### src/csr_pkg.sv
package csr_pkg;

    localparam int num_warps   = 4;
    localparam int nw_bits     = $clog2(num_warps);
    localparam int num_threads = 4;
    localparam int num_cores   = 2;
    localparam int core_id     = 1;

    localparam int csr_addr_bits    = 12;
    localparam int ffg_bits         = 5;
    localparam int frm_bits         = 3;
    localparam int fcsr_bits        = ffg_bits + frm_bits;
    localparam int commit_size_bits = 3;

    localparam logic [csr_addr_bits-1:0] csr_fflags = 12'h001;
    localparam logic [csr_addr_bits-1:0] csr_frm    = 12'h002;
    localparam logic [csr_addr_bits-1:0] csr_fcsr   = 12'h003;

    localparam logic [csr_addr_bits-1:0] csr_mstatus   = 12'h300;
    localparam logic [csr_addr_bits-1:0] csr_misa      = 12'h301;
    localparam logic [csr_addr_bits-1:0] csr_mie       = 12'h304;
    localparam logic [csr_addr_bits-1:0] csr_mtvec     = 12'h305;
    localparam logic [csr_addr_bits-1:0] csr_mscratch  = 12'h340;
    localparam logic [csr_addr_bits-1:0] csr_mepc      = 12'h341;
    localparam logic [csr_addr_bits-1:0] csr_mvendorid = 12'hF11;

    localparam logic [csr_addr_bits-1:0] csr_cycle     = 12'hC00;
    localparam logic [csr_addr_bits-1:0] csr_instret   = 12'hC02;
    localparam logic [csr_addr_bits-1:0] csr_cycle_h   = 12'hC80;
    localparam logic [csr_addr_bits-1:0] csr_instret_h = 12'hC82;

    // custom read-only identity registers.
    localparam logic [csr_addr_bits-1:0] csr_wid  = 12'hCC1;
    localparam logic [csr_addr_bits-1:0] csr_gwid = 12'hCC3;
    localparam logic [csr_addr_bits-1:0] csr_gcid = 12'hCC5;
    localparam logic [csr_addr_bits-1:0] csr_nt   = 12'hFC0;
    localparam logic [csr_addr_bits-1:0] csr_nw   = 12'hFC1;

    localparam logic [31:0] isa_code  = 32'h4000_1120; // rv32 with i, m and f.
    localparam logic [31:0] vendor_id = 32'h0000_0000;

    // the encoding follows funct3[1:0].
    typedef enum logic [1:0] {
        op_rw = 2'd1,
        op_rs = 2'd2,
        op_rc = 2'd3
    } csr_op_t;

    typedef struct packed {
        logic [nw_bits-1:0]       wid;
        logic [4:0]               rd;
        logic [4:0]               rs1;      // also the zimm field.
        logic [csr_addr_bits-1:0] addr;
        logic [2:0]               funct3;
        logic [31:0]              rs1_data;
    } csr_req_t;

    typedef struct packed {
        logic [nw_bits-1:0]       wid;
        logic [4:0]               rd;
        logic [csr_addr_bits-1:0] addr;
        csr_op_t                  op;
        logic [31:0]              operand;
        logic                     no_write;
    } csr_dec_t;

    typedef struct packed {
        logic [nw_bits-1:0] wid;
        logic [4:0]         rd;
        logic [31:0]        data;
    } csr_wb_t;

endpackage

### src/csr_decode.sv
`timescale 1ns/10ps

module csr_decode (
    input  logic               clk,
    input  logic               reset,
    input  logic               req_valid,
    input  csr_pkg::csr_req_t  req,
    output logic               dec_valid,
    output csr_pkg::csr_dec_t  dec
);
    import csr_pkg::*;

    csr_dec_t dec_next;
    csr_op_t  op_next;
    logic     imm_form;

    assign imm_form = req.funct3[2];

    always_comb begin
        case (req.funct3[1:0])
            2'd2:    op_next = op_rs;
            2'd3:    op_next = op_rc;
            default: op_next = op_rw;
        endcase
    end

    always_comb begin
        dec_next.wid     = req.wid;
        dec_next.rd      = req.rd;
        dec_next.addr    = req.addr;
        dec_next.op      = op_next;
        dec_next.operand = imm_form ? 32'(req.rs1) : req.rs1_data;
        // set and clear with x0 or a zero immediate only read the register.
        dec_next.no_write = (op_next != op_rw) && (req.rs1 == 5'd0);
    end

    always_ff @(posedge clk) begin
        if (reset) begin
            dec_valid <= 1'b0;
        end else begin
            dec_valid <= req_valid;
        end
    end

    // the payload only moves with a new request, so the read address
    // seen by the CSR storage changes only when a request arrives.
    always_ff @(posedge clk) begin
        if (req_valid) begin
            dec <= dec_next;
        end
    end

    assert property (@(posedge clk) disable iff (reset)
        req_valid |-> (req.funct3[1:0] != 2'd0))
    else $error("%t: csr_decode got a non-CSR funct3 %0d", $time, req.funct3);

endmodule

### src/csr_data.sv
`timescale 1ns/10ps

module csr_data (
    input  logic                                   clk,
    input  logic                                   reset,
    input  logic [csr_pkg::csr_addr_bits-1:0]      read_addr,
    input  logic [csr_pkg::nw_bits-1:0]            read_wid,
    output logic [31:0]                            read_data,
    input  logic                                   write_enable,
    input  logic [csr_pkg::csr_addr_bits-1:0]      write_addr,
    input  logic [csr_pkg::nw_bits-1:0]            write_wid,
    input  logic [31:0]                            write_data,
    input  logic                                   busy,
    input  logic                                   commit_valid,
    input  logic [csr_pkg::commit_size_bits-1:0]   commit_size,
    input  logic                                   fflags_valid,
    input  logic [csr_pkg::nw_bits-1:0]            fflags_wid,
    input  logic [csr_pkg::ffg_bits-1:0]           fflags,
    input  logic [csr_pkg::nw_bits-1:0]            frm_wid,
    output logic [csr_pkg::frm_bits-1:0]           frm
);
    import csr_pkg::*;

    logic [num_warps-1:0][fcsr_bits-1:0] fcsr; // frm in the upper bits.
    logic [31:0] mstatus_r;
    logic [31:0] mie_r;
    logic [31:0] mtvec_r;
    logic [31:0] mepc_r;
    logic [31:0] mscratch_r;
    logic [63:0] cycle_cnt;
    logic [63:0] instret_cnt;
    logic        write_ok;
    logic        read_hit;

    assign write_ok = write_addr inside {csr_fflags, csr_frm, csr_fcsr, csr_mstatus,
                                         csr_mie, csr_mtvec, csr_mepc, csr_mscratch};

    always_ff @(posedge clk) begin
        if (reset) begin
            fcsr       <= '0;
            mstatus_r  <= '0;
            mie_r      <= '0;
            mtvec_r    <= '0;
            mepc_r     <= '0;
            mscratch_r <= '0;
        end else begin
            if (fflags_valid) begin
                fcsr[fflags_wid][ffg_bits-1:0] <= fcsr[fflags_wid][ffg_bits-1:0] | fflags;
            end
            // a CSR write comes last so it wins over the FPU on the same field.
            if (write_enable) begin
                case (write_addr)
                    csr_fflags:   fcsr[write_wid][ffg_bits-1:0] <= write_data[ffg_bits-1:0];
                    csr_frm:      fcsr[write_wid][fcsr_bits-1:ffg_bits] <= write_data[frm_bits-1:0];
                    csr_fcsr:     fcsr[write_wid] <= write_data[fcsr_bits-1:0];
                    csr_mstatus:  mstatus_r  <= write_data;
                    csr_mie:      mie_r      <= write_data;
                    csr_mtvec:    mtvec_r    <= write_data;
                    csr_mepc:     mepc_r     <= write_data;
                    csr_mscratch: mscratch_r <= write_data;
                    default: ;
                endcase
            end
        end
    end

    always_ff @(posedge clk) begin
        if (reset) begin
            cycle_cnt   <= '0;
            instret_cnt <= '0;
        end else begin
            if (busy) begin
                cycle_cnt <= cycle_cnt + 64'd1;
            end
            if (commit_valid) begin
                instret_cnt <= instret_cnt + 64'(commit_size);
            end
        end
    end

    always_comb begin
        read_hit  = 1'b1;
        read_data = '0;
        case (read_addr)
            csr_fflags:    read_data = 32'(fcsr[read_wid][ffg_bits-1:0]);
            csr_frm:       read_data = 32'(fcsr[read_wid][fcsr_bits-1:ffg_bits]);
            csr_fcsr:      read_data = 32'(fcsr[read_wid]);
            csr_wid:       read_data = 32'(read_wid);
            csr_gwid:      read_data = 32'(core_id * num_warps) + 32'(read_wid);
            csr_gcid:      read_data = 32'(core_id);
            csr_nt:        read_data = 32'(num_threads);
            csr_nw:        read_data = 32'(num_warps);
            csr_mstatus:   read_data = mstatus_r;
            csr_misa:      read_data = isa_code;
            csr_mie:       read_data = mie_r;
            csr_mtvec:     read_data = mtvec_r;
            csr_mepc:      read_data = mepc_r;
            csr_mscratch:  read_data = mscratch_r;
            csr_mvendorid: read_data = vendor_id;
            csr_cycle:     read_data = cycle_cnt[31:0];
            csr_cycle_h:   read_data = cycle_cnt[63:32];
            csr_instret:   read_data = instret_cnt[31:0];
            csr_instret_h: read_data = instret_cnt[63:32];
            default:       read_hit  = 1'b0;
        endcase
    end

    assign frm = fcsr[frm_wid][fcsr_bits-1:ffg_bits]; // FPU port, no pipeline delay.

    assert property (@(posedge clk) disable iff (reset) write_enable |-> write_ok)
    else $error("%t: csr_data write to read-only or unknown CSR %h", $time, write_addr);

    // the read address follows the decode payload, which moves only on a request.
    assert property (@(posedge clk) disable iff (reset) $changed(read_addr) |-> read_hit)
    else $error("%t: csr_data read of unknown CSR %h", $time, read_addr);

endmodule

### src/csr_execute.sv
`timescale 1ns/10ps

module csr_execute (
    input  logic                                 clk,
    input  logic                                 reset,
    input  logic                                 dec_valid,
    input  csr_pkg::csr_dec_t                    dec,
    output logic                                 exe_valid,
    output csr_pkg::csr_wb_t                     exe,
    input  logic                                 busy,
    input  logic                                 commit_valid,
    input  logic [csr_pkg::commit_size_bits-1:0] commit_size,
    input  logic                                 fflags_valid,
    input  logic [csr_pkg::nw_bits-1:0]          fflags_wid,
    input  logic [csr_pkg::ffg_bits-1:0]         fflags,
    input  logic [csr_pkg::nw_bits-1:0]          frm_wid,
    output logic [csr_pkg::frm_bits-1:0]         frm
);
    import csr_pkg::*;

    logic [31:0] old_value;
    logic [31:0] new_value;
    logic        write_enable;

    assign write_enable = dec_valid && !dec.no_write;

    always_comb begin
        case (dec.op)
            op_rs:   new_value = old_value | dec.operand;
            op_rc:   new_value = old_value & ~dec.operand;
            default: new_value = dec.operand;
        endcase
    end

    csr_data i_csr_data (
        .clk          (clk),
        .reset        (reset),
        .read_addr    (dec.addr),
        .read_wid     (dec.wid),
        .read_data    (old_value),
        .write_enable (write_enable),
        .write_addr   (dec.addr),
        .write_wid    (dec.wid),
        .write_data   (new_value),
        .busy         (busy),
        .commit_valid (commit_valid),
        .commit_size  (commit_size),
        .fflags_valid (fflags_valid),
        .fflags_wid   (fflags_wid),
        .fflags       (fflags),
        .frm_wid      (frm_wid),
        .frm          (frm)
    );

    always_ff @(posedge clk) begin
        if (reset) begin
            exe_valid <= 1'b0;
        end else begin
            exe_valid <= dec_valid;
        end
    end

    always_ff @(posedge clk) begin
        if (dec_valid) begin
            exe.wid  <= dec.wid;
            exe.rd   <= dec.rd;
            exe.data <= old_value; // the instruction returns the value before the write.
        end
    end

    assert property (@(posedge clk) disable iff (reset)
        (dec_valid |=> exe_valid) and (!dec_valid |=> !exe_valid))
    else $error("%t: csr_execute valid did not follow decode by one cycle", $time);

endmodule

### src/csr_result.sv
`timescale 1ns/10ps

module csr_result (
    input  logic              clk,
    input  logic              reset,
    input  logic              exe_valid,
    input  csr_pkg::csr_wb_t  exe,
    output logic              wb_valid,
    output csr_pkg::csr_wb_t  wb
);
    import csr_pkg::*;

    logic writes_reg;

    // x0 is hardwired to zero, so a CSR result aimed at it is dropped.
    assign writes_reg = exe_valid && (exe.rd != 5'd0);

    always_ff @(posedge clk) begin
        if (reset) begin
            wb_valid <= 1'b0;
        end else begin
            wb_valid <= writes_reg;
        end
    end

    always_ff @(posedge clk) begin
        if (writes_reg) begin
            wb <= exe;
        end
    end

endmodule

### src/csr_unit.sv
`timescale 1ns/10ps

module csr_unit (
    input  logic                                 clk,
    input  logic                                 reset,
    input  logic                                 req_valid,
    input  csr_pkg::csr_req_t                    req,
    input  logic                                 busy,
    input  logic                                 commit_valid,
    input  logic [csr_pkg::commit_size_bits-1:0] commit_size,
    input  logic                                 fflags_valid,
    input  logic [csr_pkg::nw_bits-1:0]          fflags_wid,
    input  logic [csr_pkg::ffg_bits-1:0]         fflags,
    input  logic [csr_pkg::nw_bits-1:0]          frm_wid,
    output logic [csr_pkg::frm_bits-1:0]         frm,
    output logic                                 wb_valid,
    output csr_pkg::csr_wb_t                     wb
);
    import csr_pkg::*;

    logic     dec_valid;
    csr_dec_t dec;
    logic     exe_valid;
    csr_wb_t  exe;

    csr_decode i_csr_decode (
        .clk       (clk),
        .reset     (reset),
        .req_valid (req_valid),
        .req       (req),
        .dec_valid (dec_valid),
        .dec       (dec)
    );

    csr_execute i_csr_execute (
        .clk          (clk),
        .reset        (reset),
        .dec_valid    (dec_valid),
        .dec          (dec),
        .exe_valid    (exe_valid),
        .exe          (exe),
        .busy         (busy),
        .commit_valid (commit_valid),
        .commit_size  (commit_size),
        .fflags_valid (fflags_valid),
        .fflags_wid   (fflags_wid),
        .fflags       (fflags),
        .frm_wid      (frm_wid),
        .frm          (frm)
    );

    csr_result i_csr_result (
        .clk       (clk),
        .reset     (reset),
        .exe_valid (exe_valid),
        .exe       (exe),
        .wb_valid  (wb_valid),
        .wb        (wb)
    );

endmodule

### config.mk
export PLATFORM = sky130hd
export DESIGN_NAME = csr_unit
export DESIGN_NICKNAME = d
export VERILOG_FILES = /design/src/csr_pkg.sv /design/src/csr_decode.sv /design/src/csr_data.sv /design/src/csr_execute.sv /design/src/csr_result.sv /design/src/csr_unit.sv
export SDC_FILE = /design/constraint.sdc
export NUM_CORES = 1
export LEC_CHECK = 0
export ABC_CLOCK_PERIOD_IN_PS = 5000
export BUFFER_PORTS_ARGS = -buffer_cell sky130_fd_sc_hd__buf_4
export CORE_MARGIN = 8
export CORE_UTILIZATION = 45
export CTS_BUF_LIST = sky130_fd_sc_hd__clkbuf_8
export DETAILED_ROUTE_END_ITERATION = 6
export GPL_TIMING_DRIVEN = 0
export PLACE_DENSITY = 0.65
export SYNTH_ARGS = -nofsm -noshare
export SYNTH_HDL_FRONTEND = slang
export SYNTH_SLANG_ARGS = --single-unit
### constraint.sdc
create_clock -name clk -period 5 [get_ports clk]
set_clock_uncertainty 0.1 [all_clocks]
set_input_delay 0.25 -clock clk [delete_from_list [all_inputs] [get_ports clk]]
set_output_delay 0.25 -clock clk [all_outputs]
set_load 0.01 [all_outputs]
; ---- Word level (Yosys, flattened, before mapping)
; Cells that the tools add are included.
[classes]
eq_ne = 23
div_mod_pow = 0
order_cmp = 5
n_addsub = 3
n_reduce_logical = 14
multipliers = 0
n_mux = 26
n_shift = 0
bitwise_logic = 4
[ops]
columns = cell, n
row1 = one-hot mux 32 bit (17 select lines), 1
row2 = bitwise mux 32 bit, 4
row3 = "== test 12 bit, second input constant", 9
row4 = 2-to-1 mux 32 bit, 3
row5 = one-hot mux 32 bit (3 select lines), 1
row6 = "== test 12 x 10 -> 1 bit, second input constant", 6
row7 = "adder 64 x 1 -> 64 bit, second input constant", 1
row8 = adder 64 x 3 -> 64 bit, 1
row9 = demux 8 bit (select 2 bit), 4
row10 = one-hot mux 32 bit (2 select lines), 1
row11 = binary-select mux 8 bit (select 2 bit), 3
row12 = AND 32 bit, 1
row13 = 2-to-1 mux 8 bit, 4
row14 = inverter 32 bit, 1
row15 = OR 32 bit, 1
row16 = "== test 12 x 2 -> 1 bit, second input constant", 2
row17 = 2-to-1 mux 5 bit, 4
row18 = "== test 12 x 1 -> 1 bit, second input constant", 1
row19 = AND reduction 2 bit, 5
row20 = "less-than comparator 2 x 3 -> 1 bit, second input constant", 3
row21 = "== test 2 bit, second input constant", 4
row22 = logical AND 1 bit, 5
row23 = logical NOT 5 bit, 1
row24 = OR 5 bit, 1
row25 = 7 further kinds, 8
[totals]
memories = 0
latchBits = 0
ram_bits = 0
reg_bits = 455
output_inout_bits = 43
mem_bits_ro = 0

; ---- Depth between registers and ports, before layout
; Gate-level depths: netlist (run 1).
[depth]
depth_word = 10
mapped_depth = 11

; ---- Modules after synthesis
; Synthesis (run 1) repeated with hierarchy kept, for this count alone.
[hier_totals]
hier_cells = 2128
hier_area_um2 = 20443.4
[modules_own_cells]
columns = mod, instances, area_each_um2, cells_each
row1 = csr_data, 1, 15449.8, 1873
row2 = csr_decode, 1, 1915.6, 95
row3 = csr_execute, 1, 1851.8, 115
row4 = csr_result, 1, 1226.2, 45

; ---- Least setup slack after synthesis (run 1)
; No wires, ideal clock.
[synth_timing]
path_kind = register to register
from = register, netlist name i_csr_decode.dec[42]
to = register i_csr_execute.i_csr_data.fcsr[15] in the netlist's numbering
synth_period_minus_slack_ns = 2.655
stages_incl_launch_ff = 10
setup_slack_ns = 2.345
setup_time_ns = 0.070
arrival_time_ns = 2.486
cell_sequence = edfxtp_1 buf_6 or4_4 buf_6 or4_4 o2111ai_2 nor3_2 a211oi_4 a22oi_2 a21oi_1
[synth_between]
elab_chain_len = 8
[synth_rtl]
columns = item, line
row1 = == test 12 bit, csr_data.sv:84  ; case (read_addr)
row2 = OR reduction 2 bit (no line), -
row3 = one-hot mux 32 bit (17 select lines), csr_data.sv:84
row4 = AND 32 bit / OR 32 bit (equally long branches), "csr_execute.sv:30, csr_execute.sv:29"
row5 = one-hot mux 32 bit (2 select lines), csr_execute.sv:28  ; case (dec.op)
row6 = "bitwise mux 32 bit, on equally long branches", "csr_data.sv:55, csr_data.sv:54"
row7 = one-hot mux 32 bit (3 select lines) *, csr_data.sv:52  ; case (write_addr)
row8 = 2-to-1 mux 32 bit *, csr_data.sv:51  ; if (write_enable) begin
row9 = "to (signal, indexed assignment)", csr_data.sv:53  ; csr_fflags: fcsr[write_wid][ffg_bits-1:0] <= write_data[ffg_bits-1:0];
row10 = "to (signal, indexed assignment)", csr_data.sv:54  ; csr_frm: fcsr[write_wid][fcsr_bits-1:ffg_bits] <= write_data[frm_bits-1:0];
row11 = "to (signal, indexed assignment)", csr_data.sv:55  ; csr_fcsr: fcsr[write_wid] <= write_data[fcsr_bits-1:0];
row12 = to (decl), csr_data.sv:24  ; logic [num_warps-1:0][fcsr_bits-1:0] fcsr;
; Every way passes the cells marked *; elsewhere a longest branch is shown, timed or not.
; A chain may end at the register's enable or synchronous reset.

; ---- Worst setup path after layout (run 1)
[layout_timing]
from = register, netlist name i_csr_decode.dec[36]
to = register i_csr_execute.i_csr_data.fcsr[3] in the netlist's numbering
[layout_between]
elab_chain_len = 8
[layout_rtl]
columns = item, line
row1 = == test 12 bit, csr_data.sv:84
row2 = OR reduction 2 bit (no line), -
row3 = one-hot mux 32 bit (17 select lines), csr_data.sv:84
row4 = AND 32 bit / OR 32 bit (equally long branches), "csr_execute.sv:30, csr_execute.sv:29"
row5 = one-hot mux 32 bit (2 select lines), csr_execute.sv:28
row6 = "bitwise mux 32 bit, on equally long branches", "csr_data.sv:55, csr_data.sv:53"
row7 = one-hot mux 32 bit (3 select lines) *, csr_data.sv:52
row8 = 2-to-1 mux 32 bit *, csr_data.sv:51
; Marked as above.

==> metrics.md, run 1 <==
| Metric | Value |
|---|---|
| CTS root buf | `clkbuf_8` |
| ANT nets after route | `0` |
| Critical path launch point type | `flop` |
| DR vias | `18300` |
| Setup CP Type | `reg2reg` |
| Hold EP | `i_csr_decode.dec[44]` |
| Ys flop type | `dfxtp_1` |
| H-tree depth | `3` |
| Initial antenna violation count | `2` |
| Max Root-Sink Buffers | `3` |
| PostCTS Resize Cnt | `0` |
| Crit. End Element | `flop` |
| Max-slew violations | `0` |
| Core ar. | `45100 µm²` |
| PwrDens | `318 nW/µm²` |
| Num rows | `78` |
| Layout area overhead | `19.1%` |
| Largest net degree at the start of global routing | `56` |
| Dpl hpwl | `53900 µm` |
| Worst Hold Depth | `1` |
| Num CTS Buffers | `78` |
| Arr. time, crit path | `4.52 ns` |
| Worst slew pin tran | `1.25 ns` |
| CTS tree | `yes` |
| Worst skew pair latency | `0.68 ns` |
| P_leak | `8.41 nW` |
| Syn_nets | `2170` |
| Reg2reg setup slack | `0.88 ns` |
| Netlist Area Pre-Place | `20400 µm²` |
| Via density | `6.06` |
| Synth async-reset ratio | `0%` |
| Top cells by area, synth | `dfxtp_1, edfxtp_1, nor2_1, a211oi_1, xor2_1` |
| Post-synth EDFFs | `132` |
| Die width | `229 µm` |
| Avg WL per Cell | `24.9 µm` |
| Final WL | `75200 µm` |
| YS warnings | `0` |
| Postcts setup bufs | `0` |
| DIE AREA | `52300 µm²` |
| Initial Util | `45.2%` |
| Sum of negative setup slack | `0 ns` |
| DR WL met2 | `33300 µm` |
| Yosys reg bits | `455` |
| Worst-path maximum fanout | `10` |
| Most frequent cells in the layout | `nor2_1, dfxtp_1, nand2_1` |
| Worst vdd ir | `0.208 mV` |
| Leading area contributor after synthesis | `dfxtp_1` |
| Min-Delay Path Class | `in2reg` |
| Count of different cell masters after synthesis | `86` |
| Io pins | `120` |
| Period minus WS final | `4.12 ns` |
| Clk sink count | `455` |
| RSZ-0062 raised after global routing | `no` |
| DR DRC count | `0` |
| Top Layer Used | `met4` |
| Maxcap violations | `0` |
| Commonest non-fill, non-tap cell in the layout | `nor2_1` |
| RR Endpoint | `i_csr_execute.i_csr_data.fcsr[3]` |
| Mapped Avg Cell Area | `9.76 µm²` |
| Status | `completed` |
| Wire length on met3 | `8250 µm` |
| First-pass GRT wire length | `111000 µm` |
| Final Hold Viols | `0` |
| Hold Startpoint | `req_valid` |
| Vias in the first global route | `17500` |
| Filler cell count | `4102` |
| Pre-antenna DRT Iters | `7` |
| Part of the cycle the worst path needs | `82.4%` |
| Endpoints failing setup | `0` |
| Reg2Reg Depth | `8` |
| Routability cong. | `0.966` |
| Relative slew slack | `15.7%` |
| Layout cell share with drive strength beyond 1 | `14.2%` |
| Die Y | `229 µm` |
| Global route overflow | `0` |
| Clk slew on worst S/H paths | `0.07 ns` |
| Max Freq | `243 MHz` |
| Worst reg2reg path startpoint | `i_csr_decode.dec[36]` |
| Port Buffers | `115` |
| Utilization after layout | `53.8%` |
| Seq/Total Area, Yosys | `51.2%` |
| Cts hold-fix bufs | `72` |
| Critical path data required time | `5.40 ns` |
| Synth top area share | `31.7%` |
| NumNets Final | `2440` |
| GR Util All Layers | `27.7%` |
| DRT iter0 DRCs | `2351` |
| Number of cells produced by synthesis | `2088` |
| Metal1 wirelength | `30700 µm` |
## metrics by stage
step	cells	instance area, µm²	worst slack (ns)	total power, W	hold slack [ns]
6_report	3024	24300	0.879	0.00772	0.0927
4_1_cts	3022	24300	1.08	0.00774	0.0680
2_1_floorplan	2088	20400	2.34	0.00425	0.249
3_3_place_gp	2803	22000	0.528	0.00447	0.303
3_5_place_dp	2806	22100	1.07	0.00448	0.305
5_1_grt	3023	24300	0.718	0.00796	0.117
## sequential cells by signal (all words and copies together), names as in the netlist
register,flops
i_csr_execute.i_csr_data.mtvec_r,32
i_csr_result.wb_valid,1
i_csr_execute.i_csr_data.mepc_r,32
i_csr_execute.i_csr_data.cycle_cnt,64
i_csr_decode.dec_valid,1
i_csr_execute.i_csr_data.mscratch_r,32
i_csr_execute.i_csr_data.instret_cnt,64
i_csr_result.wb,39
i_csr_decode.dec,54
i_csr_execute.i_csr_data.mstatus_r,32
i_csr_execute.i_csr_data.fcsr,32
i_csr_execute.exe_valid,1
i_csr_execute.i_csr_data.mie_r,32
i_csr_execute.exe,39
## power breakdown
part           total (W)  leakage, nW  switching (W)  internal (W)
clock network    0.00326        0.898        0.00157       0.00169
registers        0.00393         3.86      0.0000556       0.00387
logic           0.000540         3.64       0.000340      0.000200
total            0.00772         8.41        0.00197       0.00576
## synthesized netlist by cell type (all sizes together) (5+ instances only)
library cell and count:
nor3 44, nor4 11, mux2i 19, a22o 17
edfxtp 132, nor4b 8, xnor2 37, nor2b 39
dfxtp 323, mux2 17, mux4 17, or3 14
o2bb2ai 9, nor3b 5, or4 6, a222oi 12
a21oi 60, a221oi 22, nand3 81, o31ai 5
o21ai 34, o2111ai 5, clkbuf 86, nand2 166
a211oi 119, o221ai 5, buf 48, and3 31
and4 18, a22oi 52, xor2 80, o22ai 26
o21a 6, nor2 347, inv 39, a2bb2oi 5
nand4 69, and2 9, nor4bb 5, nand4b 5
## how the worst max path moves through the flow
stage / start / to / slack [ns]
after floorplan: i_csr_decode.dec[42] / i_csr_execute.i_csr_data.fcsr[15] / 2.34
after global placement: i_csr_decode.dec_valid / i_csr_execute.i_csr_data.mscratch_r[18] / 0.53
after detailed placement: i_csr_decode.dec[36] / i_csr_execute.i_csr_data.fcsr[11] / 1.07
after CTS: i_csr_decode.dec[36] / i_csr_execute.i_csr_data.fcsr[11] / 1.08
after global routing: i_csr_decode.dec[36] / i_csr_execute.i_csr_data.fcsr[3] / 0.72
final: i_csr_decode.dec[36] / i_csr_execute.i_csr_data.fcsr[3] / 0.88
## cell families (layout without fill, tap and decap cells)
logic type | Yosys count | count (layout) | synth area share (%)
buffers and inverters | 174 | 508 | 3.64
multiplexers | 53 | 53 | 3.75
other | 0 | 2 | 0
AO/OA/AOI/OAI | 412 | 412 | 15.0
adder cells (fa/ha/maj) | 5 | 5 | 0.344
AND/OR/NAND/NOR | 872 | 872 | 21.0
XOR/XNOR | 117 | 117 | 5.03
flip-flops | 455 | 455 | 51.2
## layout make-up
type / instances / area, µm² / share of cell area, %
Sequential cell: 455 / 10400 / 43.0
Timing Repair Buffer: 190 / 1640 / 6.75
Multi-Input combinational cell: 1459 / 9210 / 38.0
Inverter: 40 / 153 / 0.629
Tap cell: 600 / 751 / 3.09
Clock inverter: 51 / 214 / 0.881
Buffer: 134 / 589 / 2.43
Clock buffer: 93 / 1280 / 5.27
Antenna cell: 2 / 5.00 / 0.0206
## worst max-delay path, stage by stage, from the launching register on
cell	delay, ns
edfxtp_1	0.42
buf_2	0.32
buf_1	0.84
mux2i_1	0.54
o22ai_1	0.16
a221oi_1	0.56
a311oi_1	0.18
a21oi_1	0.66
o22ai_1	0.20
## per-layer routing
layer  vias up  global-route usage [%]
li1       8205                       -
met1      8901                    37.0
met2      1027                    42.4
met3       194                    6.84
met4         0                    12.2
met5         -                       0
Power figures use the tool's default switching activity.
==> inputs of run 2 (changes only) <==
--- a/config.mk
+++ b/config.mk
@@ -5,7 +5,8 @@
 export SDC_FILE = /design/constraint.sdc
 export NUM_CORES = 1
 export LEC_CHECK = 0
-export ABC_CLOCK_PERIOD_IN_PS = 5000
+export ABC_AREA = 1
+export ABC_CLOCK_PERIOD_IN_PS = 4300
 export BUFFER_PORTS_ARGS = -buffer_cell sky130_fd_sc_hd__buf_4
 export CORE_MARGIN = 8
 export CORE_UTILIZATION = 45
==> constraint.sdc (replaced) <==
create_clock -name clk -period 4.3 [get_ports clk]
set_clock_uncertainty 0.1 [all_clocks]
set_input_delay 0.215 -clock clk [delete_from_list [all_inputs] [get_ports clk]]
set_output_delay 0.215 -clock clk [all_outputs]
set_load 0.01 [all_outputs]
==> metrics.md, run 2 <==
| Metric | Value |
|---|---|
| Status | `completed` |
| Routability cong. | `0.974 (+0.82%)` |
| Clk sink count | `455 (unchanged)` |
| Cts hold-fix bufs | `68 (-5.6%)` |
| DR DRC count | `0 (unchanged)` |
| Setup CP Type | `reg2reg` |
| Worst vdd ir | `0.187 mV (-10%)` |
| Pre-antenna DRT Iters | `6 (-1)` |
| Post-Place Worst Slack | `1.30 ns (+0.236 ns)` |
| Yosys reg bits | `455 (unchanged)` |
| Mapped Avg Cell Area | `7.59 µm² (-22%)` |
| H-tree depth | `3 (unchanged)` |
| DR vias | `22800 (+25%)` |
| PwrDens | `338 nW/µm² (+6.3%)` |
| Port Buffers | `115 (unchanged)` |
| Final WL | `90800 µm (+21%)` |
| Layout cell share with drive strength beyond 1 | `13.3% (-0.90 points)` |
| WHS | `0.0751 ns (-0.0176 ns)` |
| Postcts setup bufs | `0 (unchanged)` |
| NumNets Final | `3397 (+39%)` |
| Crit. End Element | `flop` |
| Crit path top cell by count | `nand2_1` |
| Most frequent cells after synthesis | `inv_1, nand2_1, dfxtp_1` |
| Worst skew pair latency | `0.69 ns (about the same)` |
| Initial Util | `45.3% (+0.087 points)` |
| Max Root-Sink Buffers | `3 (unchanged)` |
| Avg WL per Cell | `22.4 µm (-10%)` |
| Final WS setup | `1.21 ns (+0.334 ns)` |
| RSZ-0062 raised after global routing | `no` |
| Die width | `243 µm (+6.1%)` |
| Final Hold Viols | `0 (unchanged)` |
| Dpl hpwl | `68100 µm (+26%)` |
| Max Freq | `324 MHz (+34%)` |
| Worst slew pin tran | `1.31 ns (+0.0637 ns)` |
| Critical path cell sequence | `nor2_2, nand2_4, inv_4, buf_6, nand2_1, o21ai_0, nor3_1, nand2_1, nand2_2, nand3_1, o211ai_1, inv_2` |
| Slowest cell on the critical path | `o21ai_0` |
| Max-slew violations | `0 (unchanged)` |
| DIE AREA | `58900 µm² (+13%)` |
| Slowest cell delay on critical path | `0.93 ns (+0.09 ns)` |
| Seq/Total Area, Yosys | `45.1% (-6.1 points)` |
| GR Util All Layers | `29.5% (+1.8 points)` |
| Vias in the first global route | `21800 (+24%)` |
| PostCTS Resize Cnt | `0 (unchanged)` |
| Leading area contributor after synthesis | `dfxtp_1` |
| P_leak | `11.4 nW (+35%)` |
| Critical path data required time | `4.82 ns (-0.58 ns)` |
| Filler cell count | `5038 (+23%)` |
| Clk slew on worst S/H paths | `0.06 ns (about the same)` |
| Period minus WS final | `3.09 ns (-1.03 ns)` |
| First-pass GRT wire length | `134000 µm (+21%)` |
| Non-filler cells, final | `4058 (+34%)` |
| Biggest regs | `i_csr_execute.i_csr_data.cycle_cnt (64), i_csr_execute.i_csr_data.instret_cnt (64), i_csr_decode.dec (54)` |
| Post-Place Cells | `3845 (+37%)` |
| Power, Total | `0.00918 W (+19%)` |
| Worst reg2reg path startpoint | `i_csr_decode.dec[37]` |
| Largest net degree at the start of global routing | `56 (unchanged)` |
| Crit. Startpoint | `i_csr_decode.dec[37]` |
| Layout area overhead | `17.3%` |
| Global route overflow | `0 (unchanged)` |
| Via density | `5.63 (-7.2%)` |
| Num rows | `83 (+6.4%)` |
| YS warnings | `0 (unchanged)` |
| Count of different cell masters after synthesis | `57 (-34%)` |
| Endpoints failing setup | `0 (unchanged)` |
| Worst-path maximum fanout | `10 (unchanged)` |
| Hold Startpoint | `fflags[0]` |
| Min-Delay Path Class | `in2reg` |
| Num CTS Buffers | `80 (+2.6%)` |
| Netlist Area Pre-Place | `23100 µm² (+14%)` |
| Top cells by area, synth | `dfxtp_1, edfxtp_1, inv_1, nand2_1, nand3_1` |
| Syn_nets | `3131 (+44%)` |
| ANT nets after route | `0 (unchanged)` |
| DRT iter0 DRCs | `2600 (+11%)` |
| CTS tree | `yes` |
| Maxcap violations | `0 (unchanged)` |
| N_diodes | `0 (-2)` |
| Arr. time, crit path | `3.60 ns (-0.92 ns)` |
| Relative slew slack | `12.6% (-3.1 points)` |
| Initial antenna violation count | `1 (-1)` |
| Most frequent cell after synthesis | `inv_1` |
| Part of the cycle the worst path needs | `71.8% (-11 points)` |
| Number of cells produced by synthesis | `3049 (+46%)` |
| Sum of negative setup slack | `0 ns (unchanged)` |
| Io pins | `120 (unchanged)` |
| Most frequent cells in the layout | `inv_1, nand2_1, dfxtp_1` |
| Die Y | `243 µm (+6.1%)` |
| Critical path launch point type | `flop` |
| Synth async-reset ratio | `0% (unchanged)` |
| Ys flop type | `dfxtp_1` |
| Post-synth EDFFs | `132 (unchanged)` |
| CTS root buf | `clkbuf_8` |
| Core ar. | `51100 µm² (+13%)` |
| Commonest non-fill, non-tap cell in the layout | `inv_1` |
| Synth top area share | `27.9% (-3.8 points)` |
-- run 2: cell count changes in the layout (fill, tap and decap cells not counted), sizes merged, moves of 52 or more --
cell	change
inv	+488
nand2	+354
a21oi	+186
nand3	+185
o21ai	+130
a211oi	-118
o211ai	+85
xor2	-64
a22oi	-52
-- run 2: per-layer routing --
metal  global-route usage (%)  vias up  wire, µm
met5                        0        -        13
met4                     13.4        2      4010
met3                     5.28      196      7410
met2                     46.3     1092     40300
met1                     39.4    10900     39000
li1                         -    10700         -
-- run 2: cell type report --
cell class	count	area, µm²	area share (%)
flip-flops and latches	455	10400	38.4
multi-input cells	1954	10100	37.4
inverters	527	1990	7.32
repair buffers	184	1570	5.79
clock buffers	98	1350	4.97
well taps	680	851	3.13
plain buffers	113	584	2.15
clock inverters	47	230	0.848
-- run 2: cells by family (layout without fill, tap and decap cells) --
| kind of cell | after synthesis | count (layout) | synth area share [%] |
|---|---|---|---|
| adders and majority gates | 5 | 5 | 0.303 |
| xor gates and xnor gates | 20 | 20 | 0.757 |
| DFF | 455 | 455 | 45.1 |
| muxes | 8 | 8 | 0.368 |
| buffers and inverters | 640 | 969 | 11.1 |
| and+or+nand+nor | 1289 | 1289 | 26.2 |
| AOI/OAI and AO/OA | 632 | 632 | 16.1 |
-- run 2: where the power goes --
| group | internal (W) | total [W] | switching (W) |
|---|---|---|---|
| registers | 0.00450 | 0.00455 | 0.0000523 |
| clock network | 0.00207 | 0.00401 | 0.00193 |
| logic | 0.000203 | 0.000627 | 0.000424 |
-- run 2: final timing paths --
kind,endpoint,slack [ns],cells after the start
setup / recovery,i_csr_execute.i_csr_data.mscratch_r[9],1.21,12
hold / removal,i_csr_execute.i_csr_data.fcsr[8],0.08,6
setup reg to reg,i_csr_execute.i_csr_data.mscratch_r[9],1.21,12
hold reg to reg,i_csr_result.wb[24],0.31,0
-- run 2: stage by stage --
stage	cell area (µm²)	util, %
detailed placement	24900	48.7
finish	27100	53.1
global route	27100	53.1
floorplan	23100	-
CTS	27100	53.1
global placement	24900	48.6
-- run 2: critical path: cells and delay by family, from the launching register on --
| family | cells | cell delay, ns |
|---|---|---|
| compound gates | 2 | 1.04 |
| simple gates | 7 | 1.03 |
| buf+inv | 3 | 0.43 |
| flops | 1 | 0.44 |
